$ cat src/logic/mem_req_pkg.sv
package mem_req_pkg;

    // ------------------------------
    // Request packet field widths
    // ------------------------------

    // Base address and offset share one width
    localparam int ADDR_WIDTH = 32;

    // Command field of a packet
    localparam int CMD_WIDTH = 2;

    // Engine identifier carried back with each response
    localparam int ID_WIDTH = 8;

    // ------------------------------
    // Command codes
    // ------------------------------

    localparam logic [CMD_WIDTH-1:0] CMD_READ = 2'b01;

endpackage : mem_req_pkg

$ cat src/logic/read_engine_pkg.sv
package read_engine_pkg;

    // ------------------------------
    // Request queue sizing
    // ------------------------------

    localparam int QUEUE_DEPTH = 16;
    localparam int QUEUE_PTR_WIDTH = $clog2(QUEUE_DEPTH);

    // Level needs one more bit to hold a full queue
    localparam int QUEUE_LEVEL_WIDTH = QUEUE_PTR_WIDTH + 1;

    // Generation stops here, margin for requests in flight
    localparam int PAUSE_LEVEL = 12;

    // ------------------------------
    // Sequencer states
    // ------------------------------

    typedef enum logic [2:0] {
        RESET, IDLE, SETUP, BUSY, PAUSE, DONE
    } seq_state_t;

endpackage : read_engine_pkg

$ cat src/logic/addr_step_if.sv
interface addr_step_if
    import mem_req_pkg::*;
();

    // Offset walker controls
    logic                  load;
    logic [ADDR_WIDTH-1:0] load_value;
    logic [ADDR_WIDTH-1:0] stride;
    logic                  step;

    // Current offset, read by sequencer and queue
    logic [ADDR_WIDTH-1:0] count;

    modport sequencer (
        output load, load_value, stride, step,
        input  count
    );

    modport walker (
        input  load, load_value, stride, step,
        output count
    );

    modport queue (input count);

endinterface : addr_step_if

$ cat src/logic/read_sequencer.sv
module read_sequencer
    import mem_req_pkg::*;
    import read_engine_pkg::*;
(
    input  logic                  ap_clk,
    input  logic                  engine_areset,
    input  logic                  cfg_valid,
    input  logic                  start,
    input  logic [ADDR_WIDTH-1:0] cfg_array_pointer,
    input  logic [ADDR_WIDTH-1:0] cfg_start_read,
    input  logic [ADDR_WIDTH-1:0] cfg_end_read,
    input  logic [ADDR_WIDTH-1:0] cfg_stride,
    input  logic                  nearly_full,
    addr_step_if.sequencer        step_bus,
    output logic                  issue,
    output logic [ADDR_WIDTH-1:0] base_address,
    output logic                  engine_ready,
    output logic                  engine_done
);

    seq_state_t state;
    seq_state_t next_state;

    logic accept;
    logic end_reached;

    // Captured configuration
    logic [ADDR_WIDTH-1:0] array_pointer_reg;
    logic [ADDR_WIDTH-1:0] start_read_reg;
    logic [ADDR_WIDTH-1:0] end_read_reg;
    logic [ADDR_WIDTH-1:0] stride_reg;

    assign accept      = (state == IDLE) && cfg_valid && start;
    assign end_reached = (step_bus.count >= end_read_reg);

    always_ff @(posedge ap_clk) begin
        if (accept) begin
            array_pointer_reg <= cfg_array_pointer;
            start_read_reg    <= cfg_start_read;
            end_read_reg      <= cfg_end_read;
            stride_reg        <= cfg_stride;
        end
    end

    // ------------------------------
    // State machine
    // ------------------------------

    always_ff @(posedge ap_clk) begin
        if (engine_areset) begin
            state <= RESET;
        end else begin
            state <= next_state;
        end
    end

    always_comb begin
        next_state = state;
        case (state)
            RESET: begin
                next_state = IDLE;
            end
            IDLE: begin
                if (accept) begin
                    next_state = SETUP;
                end
            end
            // Walker loads here, count is valid in BUSY
            SETUP: begin
                next_state = BUSY;
            end
            BUSY: begin
                if (end_reached) begin
                    next_state = DONE;
                end else if (nearly_full) begin
                    next_state = PAUSE;
                end
            end
            PAUSE: begin
                if (!nearly_full) begin
                    next_state = BUSY;
                end
            end
            DONE: begin
                next_state = IDLE;
            end
            default: begin
                next_state = RESET;
            end
        endcase
    end

    // ------------------------------
    // Outputs
    // ------------------------------

    // One request per cycle while below end and queue has room
    assign issue = (state == BUSY) && !end_reached && !nearly_full;

    assign step_bus.load       = (state == SETUP);
    assign step_bus.load_value = start_read_reg;
    assign step_bus.stride     = stride_reg;
    assign step_bus.step       = issue;

    assign base_address = array_pointer_reg;
    assign engine_ready = (state == IDLE);
    assign engine_done  = (state == DONE);

endmodule : read_sequencer

$ cat src/logic/request_queue.sv
module request_queue
    import mem_req_pkg::*;
    import read_engine_pkg::*;
#(
    parameter logic [ID_WIDTH-1:0] ENGINE_ID = '0
) (
    input  logic                  ap_clk,
    input  logic                  engine_areset,
    input  logic                  issue,
    input  logic [ADDR_WIDTH-1:0] base_address,
    addr_step_if.queue            step_bus,
    output logic                  nearly_full,
    output logic                  req_valid,
    input  logic                  req_ready,
    output logic [ADDR_WIDTH-1:0] req_base_address,
    output logic [ADDR_WIDTH-1:0] req_address_offset,
    output logic [CMD_WIDTH-1:0]  req_cmd_type,
    output logic [ID_WIDTH-1:0]   req_engine_id
);

    // Entry storage, base and offset kept side by side
    logic [ADDR_WIDTH-1:0] base_mem   [QUEUE_DEPTH];
    logic [ADDR_WIDTH-1:0] offset_mem [QUEUE_DEPTH];

    logic [QUEUE_PTR_WIDTH-1:0]   wr_ptr;
    logic [QUEUE_PTR_WIDTH-1:0]   rd_ptr;
    logic [QUEUE_LEVEL_WIDTH-1:0] level;

    logic push;
    logic pop;

    assign push = issue;
    assign pop  = req_valid && req_ready;

    // ------------------------------
    // Storage write
    // ------------------------------

    always_ff @(posedge ap_clk) begin
        if (push) begin
            base_mem[wr_ptr]   <= base_address;
            offset_mem[wr_ptr] <= step_bus.count;
        end
    end

    // ------------------------------
    // Pointers and fill level
    // ------------------------------

    always_ff @(posedge ap_clk) begin
        if (engine_areset) begin
            wr_ptr <= '0;
            rd_ptr <= '0;
            level  <= '0;
        end else begin
            if (push) begin
                wr_ptr <= wr_ptr + 1'b1;
            end
            if (pop) begin
                rd_ptr <= rd_ptr + 1'b1;
            end
            // Simultaneous push and pop leaves the level alone
            if (push && !pop) begin
                level <= level + 1'b1;
            end else if (pop && !push) begin
                level <= level - 1'b1;
            end
        end
    end

    assign nearly_full = (level >= QUEUE_LEVEL_WIDTH'(PAUSE_LEVEL));

    // ------------------------------
    // Head of queue
    // ------------------------------

    assign req_valid          = (level != '0);
    assign req_base_address   = base_mem[rd_ptr];
    assign req_address_offset = offset_mem[rd_ptr];
    assign req_cmd_type       = CMD_READ;
    assign req_engine_id      = ENGINE_ID;

endmodule : request_queue

$ cat src/logic/serial_read_engine.sv
module serial_read_engine
    import mem_req_pkg::*;
#(
    parameter logic [ID_WIDTH-1:0] ENGINE_ID = '0
) (
    input  logic                  ap_clk,
    input  logic                  engine_areset,

    // Configuration and start
    input  logic                  cfg_valid,
    input  logic [ADDR_WIDTH-1:0] cfg_array_pointer,
    input  logic [ADDR_WIDTH-1:0] cfg_start_read,
    input  logic [ADDR_WIDTH-1:0] cfg_end_read,
    input  logic [ADDR_WIDTH-1:0] cfg_stride,
    input  logic                  start,

    // Engine status
    output logic                  engine_ready,
    output logic                  engine_done,

    // Memory request port
    output logic                  req_valid,
    input  logic                  req_ready,
    output logic [ADDR_WIDTH-1:0] req_base_address,
    output logic [ADDR_WIDTH-1:0] req_address_offset,
    output logic [CMD_WIDTH-1:0]  req_cmd_type,
    output logic [ID_WIDTH-1:0]   req_engine_id
);

    logic                  issue;
    logic [ADDR_WIDTH-1:0] base_address;
    logic                  nearly_full;

    addr_step_if step_bus ();

    // ------------------------------
    // Control and offset arithmetic
    // ------------------------------

    read_sequencer read_sequencer_inst (
        .ap_clk            (ap_clk),
        .engine_areset     (engine_areset),
        .cfg_valid         (cfg_valid),
        .start             (start),
        .cfg_array_pointer (cfg_array_pointer),
        .cfg_start_read    (cfg_start_read),
        .cfg_end_read      (cfg_end_read),
        .cfg_stride        (cfg_stride),
        .nearly_full       (nearly_full),
        .step_bus          (step_bus.sequencer),
        .issue             (issue),
        .base_address      (base_address),
        .engine_ready      (engine_ready),
        .engine_done       (engine_done)
    );

    stride_walker stride_walker_inst (
        .ap_clk        (ap_clk),
        .engine_areset (engine_areset),
        .step_bus      (step_bus.walker)
    );

    // ------------------------------
    // Packet build and buffering
    // ------------------------------

    request_queue #(
        .ENGINE_ID (ENGINE_ID)
    ) request_queue_inst (
        .ap_clk             (ap_clk),
        .engine_areset      (engine_areset),
        .issue              (issue),
        .base_address       (base_address),
        .step_bus           (step_bus.queue),
        .nearly_full        (nearly_full),
        .req_valid          (req_valid),
        .req_ready          (req_ready),
        .req_base_address   (req_base_address),
        .req_address_offset (req_address_offset),
        .req_cmd_type       (req_cmd_type),
        .req_engine_id      (req_engine_id)
    );

endmodule : serial_read_engine

$ cat src/logic/stride_walker.sv
module stride_walker (
    input  logic       ap_clk,
    input  logic       engine_areset,
    addr_step_if.walker step_bus
);

    // ------------------------------
    // Offset register
    // ------------------------------

    // Load wins over step, the sequencer never raises both
    always_ff @(posedge ap_clk) begin
        if (engine_areset) begin
            step_bus.count <= '0;
        end else if (step_bus.load) begin
            step_bus.count <= step_bus.load_value;
        end else if (step_bus.step) begin
            step_bus.count <= step_bus.count + step_bus.stride;
        end
    end

endmodule : stride_walker

$ cat config.mk
export PLATFORM = sky130hd
export DESIGN_NAME = serial_read_engine
export DESIGN_NICKNAME = d
export VERILOG_FILES = /design/src/logic/mem_req_pkg.sv /design/src/logic/read_engine_pkg.sv /design/src/logic/addr_step_if.sv /design/src/logic/read_sequencer.sv /design/src/logic/request_queue.sv /design/src/logic/serial_read_engine.sv /design/src/logic/stride_walker.sv
export SDC_FILE = /design/constraint.sdc
export NUM_CORES = 1
export LEC_CHECK = 0
export ABC_AREA = 1
export BUFFER_PORTS_ARGS = -buffer_cell sky130_fd_sc_hd__buf_2
export CORE_ASPECT_RATIO = 1.5
export CORE_MARGIN = 5
export CORE_UTILIZATION = 50
export CTS_BUF_LIST = sky130_fd_sc_hd__clkbuf_4 sky130_fd_sc_hd__clkbuf_8 sky130_fd_sc_hd__clkbuf_16
export CTS_CLUSTER_SIZE = 40
export DETAILED_ROUTE_END_ITERATION = 6
export HOLD_SLACK_MARGIN = 0.12
export PLACE_DENSITY = 0.67
export REMOVE_ABC_BUFFERS = 1
export SLEW_MARGIN = 20
export SYNTH_ARGS = -nofsm -noshare
export SYNTH_HDL_FRONTEND = slang
export SYNTH_HIERARCHICAL = 1
export SYNTH_SLANG_ARGS = --single-unit
$ cat constraint.sdc
create_clock -name ap_clk -period 19.3 [get_ports ap_clk]
set_input_delay 1.93 -clock ap_clk [delete_from_list [all_inputs] [get_ports ap_clk]]
set_output_delay 1.93 -clock ap_clk [all_outputs]
set_load 0.01 [all_outputs]
# After elaboration in Yosys (flattened, before gate mapping)
# Memory sizes are Yosys's and may differ from the RTL's. A register that Yosys moved wholly into a read port is not among the register bits.
# Cells that the tools add are included.
[totals] reg_bits=176 ram_bits=1024 out_inout_bits=77 wordCells=58 n_memories=2
[mem_list] memory="request_queue_inst.base_mem" words=16 word_bits=32 rd=1 rd_clocked_by_memory_dff=1 write_ports=1 line="request_queue.sv:22" text="logic [ADDR_WIDTH-1:0] base_mem [QUEUE_DEPTH];"
[mem_list] memory="request_queue_inst.offset_mem" words=16 word_bits=32 rd=1 rd_clocked_by_memory_dff=1 write_ports=1 line="request_queue.sv:23" text="logic [ADDR_WIDTH-1:0] offset_mem [QUEUE_DEPTH];"
[op_classes] n_addsub=5 n_lt_le_gt_ge=2 n_eq_ne=8 muxes=15 reduce_logical=17
[op_table] operator="$mux W32" count=2
[op_table] operator="$add A32 B32 Y32" count=1
[op_table] operator="$ge A32 B32 Y1" count=1
[op_table] operator="$mux W4" count=4
[op_table] operator="$pmux W3 S5" count=1
[op_table] operator="$mux W3" count=4
[op_table] operator="$mux W5" count=2
[op_table] operator="$add A4 B1 Y4 const B" count=2
[op_table] operator="$logic_and A1 B1 Y1" count=7
[op_table] operator="$eq A3 B2 Y1 const B" count=2
[op_table] operator="$eq A3 B3 Y1 const B" count=2
[op_table] operator="$add A5 B1 Y5 const B" count=1
[op_table] operator="$ge A5 B4 Y1 const B" count=1
[op_table] operator="$reduce_bool A5 Y1" count=1
[op_table] operator="$sub A5 B1 Y5 const B" count=1
[op_table] operator="$logic_not A1 Y1" count=4
[op_table] operator="$reduce_bool A2 Y1" count=2
[op_table] operator="$eq A3 B1 Y1 const B" count=1
[op_table] operator="$logic_not A3 Y1" count=1
[op_table] operator="$ne A3 B1 Y1 const B" count=1
[op_table] operator="$reduce_and A3 Y1" count=1
[op_table] operator="$mux W1" count=2
[op_table] operator="$ne A2 B1 Y1 const B" count=1
[op_table] operator="$ne A2 B2 Y1 const B" count=1
[op_table] operator="$reduce_or A2 Y1" count=1

# Longest topological paths before layout
[logic_depth] ltp_word=8 depth_mapped=24 mapped_depth_nobuf=24

# By module
# Netlist, hierarchy kept.
[by_module_without_submodules] mod="request_queue" instances=1 cells_each=4268 area_each_um2=44760.4 seq_area_each_um2=31089.8
[by_module_without_submodules] mod="read_sequencer" instances=1 cells_each=308 area_each_um2=4948.5 seq_area_each_um2=3903.7
[by_module_without_submodules] mod="stride_walker" instances=1 cells_each=636 area_each_um2=3687.3 seq_area_each_um2=640.6

# Worst setup path after synthesis
# No wires, ideal clock.
[synth_timing] path_kind="in2reg" start="input cfg_valid" end="register read_sequencer_inst.array_pointer_reg[0], in the netlist read_sequencer_inst/base_address[0], enable pin" setup_ns=0.930 arrival_time_ns=14.048 required_time_ns=18.370 setup_slack_ns=4.323 path_stages=2 path_buffers=0 cell_sequence="inv_1 -> nor4_1"
[synth_between] elab_chain_cells=2
[synth_rtl] element="from (decl)" line="serial_read_engine.sv:10" text="input logic cfg_valid,"
[synth_rtl] element="$logic_and A1 B1 Y1 (2 in series)" line="read_sequencer.sv:33" text="assign accept = (state == IDLE) && cfg_valid && start;"
[synth_rtl] element="named net read_sequencer_inst.accept" line="read_sequencer.sv:24" text="logic accept;"
[synth_rtl] element="to (signal assigned)" line="read_sequencer.sv:38" text="array_pointer_reg <= cfg_array_pointer;"
[synth_rtl] element="to (decl)" line="read_sequencer.sv:28" text="logic [ADDR_WIDTH-1:0] array_pointer_reg;"
# The timed path passes the listed nets, and every way through them passes these cells.
# A chain may end at the register's enable or synchronous reset.

==> results.sh <==
export IMPL_status="finished clean"
export IMPL_yosysTopAreaCell="edfxtp_1"
export IMPL_clock_path_buffers=3
export IMPL_drc=0
export IMPL_fin_crit_ns=6.131
export IMPL_dpl_hpwl_mm=68.85
export IMPL_core_um2=105800
export IMPL_syn_area_um2=53400
export IMPL_rsz0062_at_grt="no"
export IMPL_postPlaceCellArea_um2=55390
export IMPL_finalHoldViolations=0
export IMPL_syn_avg_cell_area_um2=10.24
export IMPL_crit_slowest_cell="buf_4"
export IMPL_htreeDepth=3
export IMPL_grt_use_total_pct=22.57
export IMPL_ys_warn_count=6
export IMPL_hp_class="flip-flop to flip-flop"
export IMPL_cts_setup_buffers=0
export IMPL_drt_met1_wl_mm=51.32
export IMPL_power_density_nw_per_um2=120.1
export IMPL_cp_cell_sequence="buf_4, buf_4, buf_4, nand2_1, nand2_1, nand2_1, nand3_1, nand3_1, nand2_1, buf_2"
export IMPL_slew_limit_headroom_pct=12.28
export IMPL_top_layer="met4"
export IMPL_yosysTopAreaCellShare_pct=64.79
export IMPL_ys_seq_area_share_pct=66.74
export IMPL_wire_per_inst_um=19.18
export IMPL_worstSetupEndpointType="primary output"
export IMPL_cp_buffers_inverters=4
export IMPL_postSynthCellCount=5212
export IMPL_clk_latency_ns=0.72
export IMPL_route_met3_wl_mm=8.513
export IMPL_start_util_pct=50.48
export IMPL_fmax_mhz=163.1
export IMPL_path_clk_slew_ns=0.07
export IMPL_setup_viol=0
export IMPL_ant_nets=0
export IMPL_post_cts_resize_count=0
export IMPL_num_vias=35670
export IMPL_synthArstFlopShare_pct=0
export IMPL_synthFlopType="edfxtp_1"
export IMPL_die_width_um=276.8
export IMPL_final_util_pct=55.97
export IMPL_die_area_um2=113600
export IMPL_cpLargestDelayFamily="buffers and inverters"
export IMPL_numCtsBuffers=111
export IMPL_top_regs="request_queue_inst/base_mem (512), request_queue_inst/offset_mem (512)"
export IMPL_power_leakage_nw=25.62
export IMPL_max_stage_delay_ns=0.81
export IMPL_nNetsFinal=5546
export IMPL_critPathMostFrequentCell="nand2_1"
export IMPL_fin_area_um2=59200
export IMPL_std_cell_rows=146
export IMPL_cts_sinks=1204
export IMPL_postCtsHoldBufs=0
export IMPL_vias_per_cell=5.218
export IMPL_io_buffers=199
export IMPL_grt_overflow=0
export IMPL_start_kind="flip-flop"
export IMPL_yosysMostFrequentCell="nand2_1"
export IMPL_synth_seq_cells=1204
export IMPL_gp_congestion=0.8583
export IMPL_grt_max_degree=225
export IMPL_die_y_um=410.2
export IMPL_cap_violations=0
export IMPL_synthDistinctLibCells=40
export IMPL_pre_cts_slack_ns=13.93
export IMPL_area_growth_pct=10.86
export IMPL_drive_gt1_share_pct=9.744
export IMPL_wl_met2_mm=67.20
export IMPL_dr_pass1_iters=5
export IMPL_synth_area_top_cells="edfxtp_1 65%, nand2_1 12%, nand3_1 7.5%"
export IMPL_grt_pass1_vias=34840
export IMPL_crit_arrival_ns=4.20
export IMPL_maxSlewViolCount=0
export IMPL_first_iter_violations=3323
export IMPL_timing_final_crit_share_pct=31.76
export IMPL_cts_tree="done"
export IMPL_skew_ns=0.03676
export IMPL_path_max_fanout=85
export IMPL_peakVddDrop_mv=0.1035
export IMPL_synth_edf_count=1152
export IMPL_critPathKind="flip-flop to primary output"
export IMPL_antenna_found_initial=2
export IMPL_pin_count=210
export IMPL_setup_ws_ns=13.17
export IMPL_cts_root_buf="clkbuf_16"
export IMPL_synthTopCellsByCount="1651 x nand2_1, 1152 x edfxtp_1, 949 x inv_1, 802 x nand3_1, 125 x buf_2"
export IMPL_power_total_mw=7.109
export IMPL_cp_required_ns=17.37
export IMPL_max_slew_worst_pin_slew_ns=1.316
export IMPL_totalWireLength_mm=131.1
export IMPL_grt_pass1_wl_mm=199.0
==> metrics by stage <==
| step | std cells | hold slack, ns | setup TNS, ns |
|---|---|---|---|
| finish | 6836 | 0.4855 | 0 |
| detailed placement | 6631 | 0.4885 | 0 |
| CTS | 6835 | 0.4984 | 0 |
| floorplan | 4983 | 0.4555 | -8.145 |
| global placement | 6631 | 0.4858 | 0 |
| global route | 6835 | 0.5343 | 0 |
==> cells by family after synthesis <==
family | count (synthesis) | share of synthesized area (%)
xor gates and xnor gates | 15 | 0.2460
DFF | 1204 | 66.74
AOI/OAI and AO/OA | 124 | 1.376
other | 2 | 0.01406
and+or+nand+nor | 2596 | 20.59
adders and majority gates | 75 | 1.786
buffers and inverters | 1196 | 9.253
==> area by class of cell <==
class	instances	area [µm²]
Multi-Input combinational cell	2820	12990
Sequential cell	1204	35650
Fill cell	8817	46570
Clock buffer	134	3045
Tap cell	1406	1759
Timing Repair Buffer	242	1360
Inverter	959	3636
Clock inverter	70	755.7
Antenna cell	1	2.502
==> power breakdown <==
group	switching [mW]	internal (mW)
combinational	1.13	0.503
clock	0.958	1.31
sequential	0.167	3.04
==> cell usage in the layout, fill, tap and decap left out, drive strengths merged, types with 2 or more instances in the layout <==
cell type,netlist,final
o21a,2,2
a31o,2,2
a21oi,72,72
clkbuf,29,134
conb,2,10
o21ai,16,16
dfxtp,52,52
and2,3,3
nand2,1671,1671
buf,208,242
a31oi,7,7
xor2,13,13
xnor2,2,2
nand3,815,815
clkinvlp,0,7
nand4,6,6
clkinv,0,40
a22oi,23,23
inv,959,968
bufinv,0,14
nand3b,6,6
nor3,7,7
edfxtp,1152,1152
ha,73,73
nor2,86,86
fa,2,2
==> worst reg2reg max path: stages (launching register included) <==
cell,delay [ns]
dfxtp_1,0.82
ha_1,0.38
a21oi_1,0.14
o21ai_0,0.09
nand2_1,0.06
nand3_1,0.09
nor2_2,0.27
nand3_2,0.17
inv_1,0.32
nand2_1,0.38
nor2_4,1.01
buf_4,0.84
==> layer usage <==
| metal | vias to the layer above | GRT usage, % |
|---|---|---|
| li1 | 17060 | - |
| met1 | 17110 | 28.08 |
| met2 | 1273 | 40.72 |
| met3 | 229 | 2.831 |
| met4 | 0 | 8.083 |
| met5 | - | 0 |
==> final timing paths <==
check / from / endpoint / slack (ns) / cells past startpoint
min: request_queue_inst/rd_ptr[2] / flip-flop / 0.49 / 2
max: flip-flop / req_address_offset[2] / 13.17 / 10
min reg2reg: request_queue_inst/rd_ptr[2] / flip-flop / 0.49 / 2
max reg2reg: stride_walker_inst/step_bus.count[27] / request_queue_inst/base_mem[11][8] / 14.29 / 11
No activity file was read; power rests on OpenSTA's default activity.
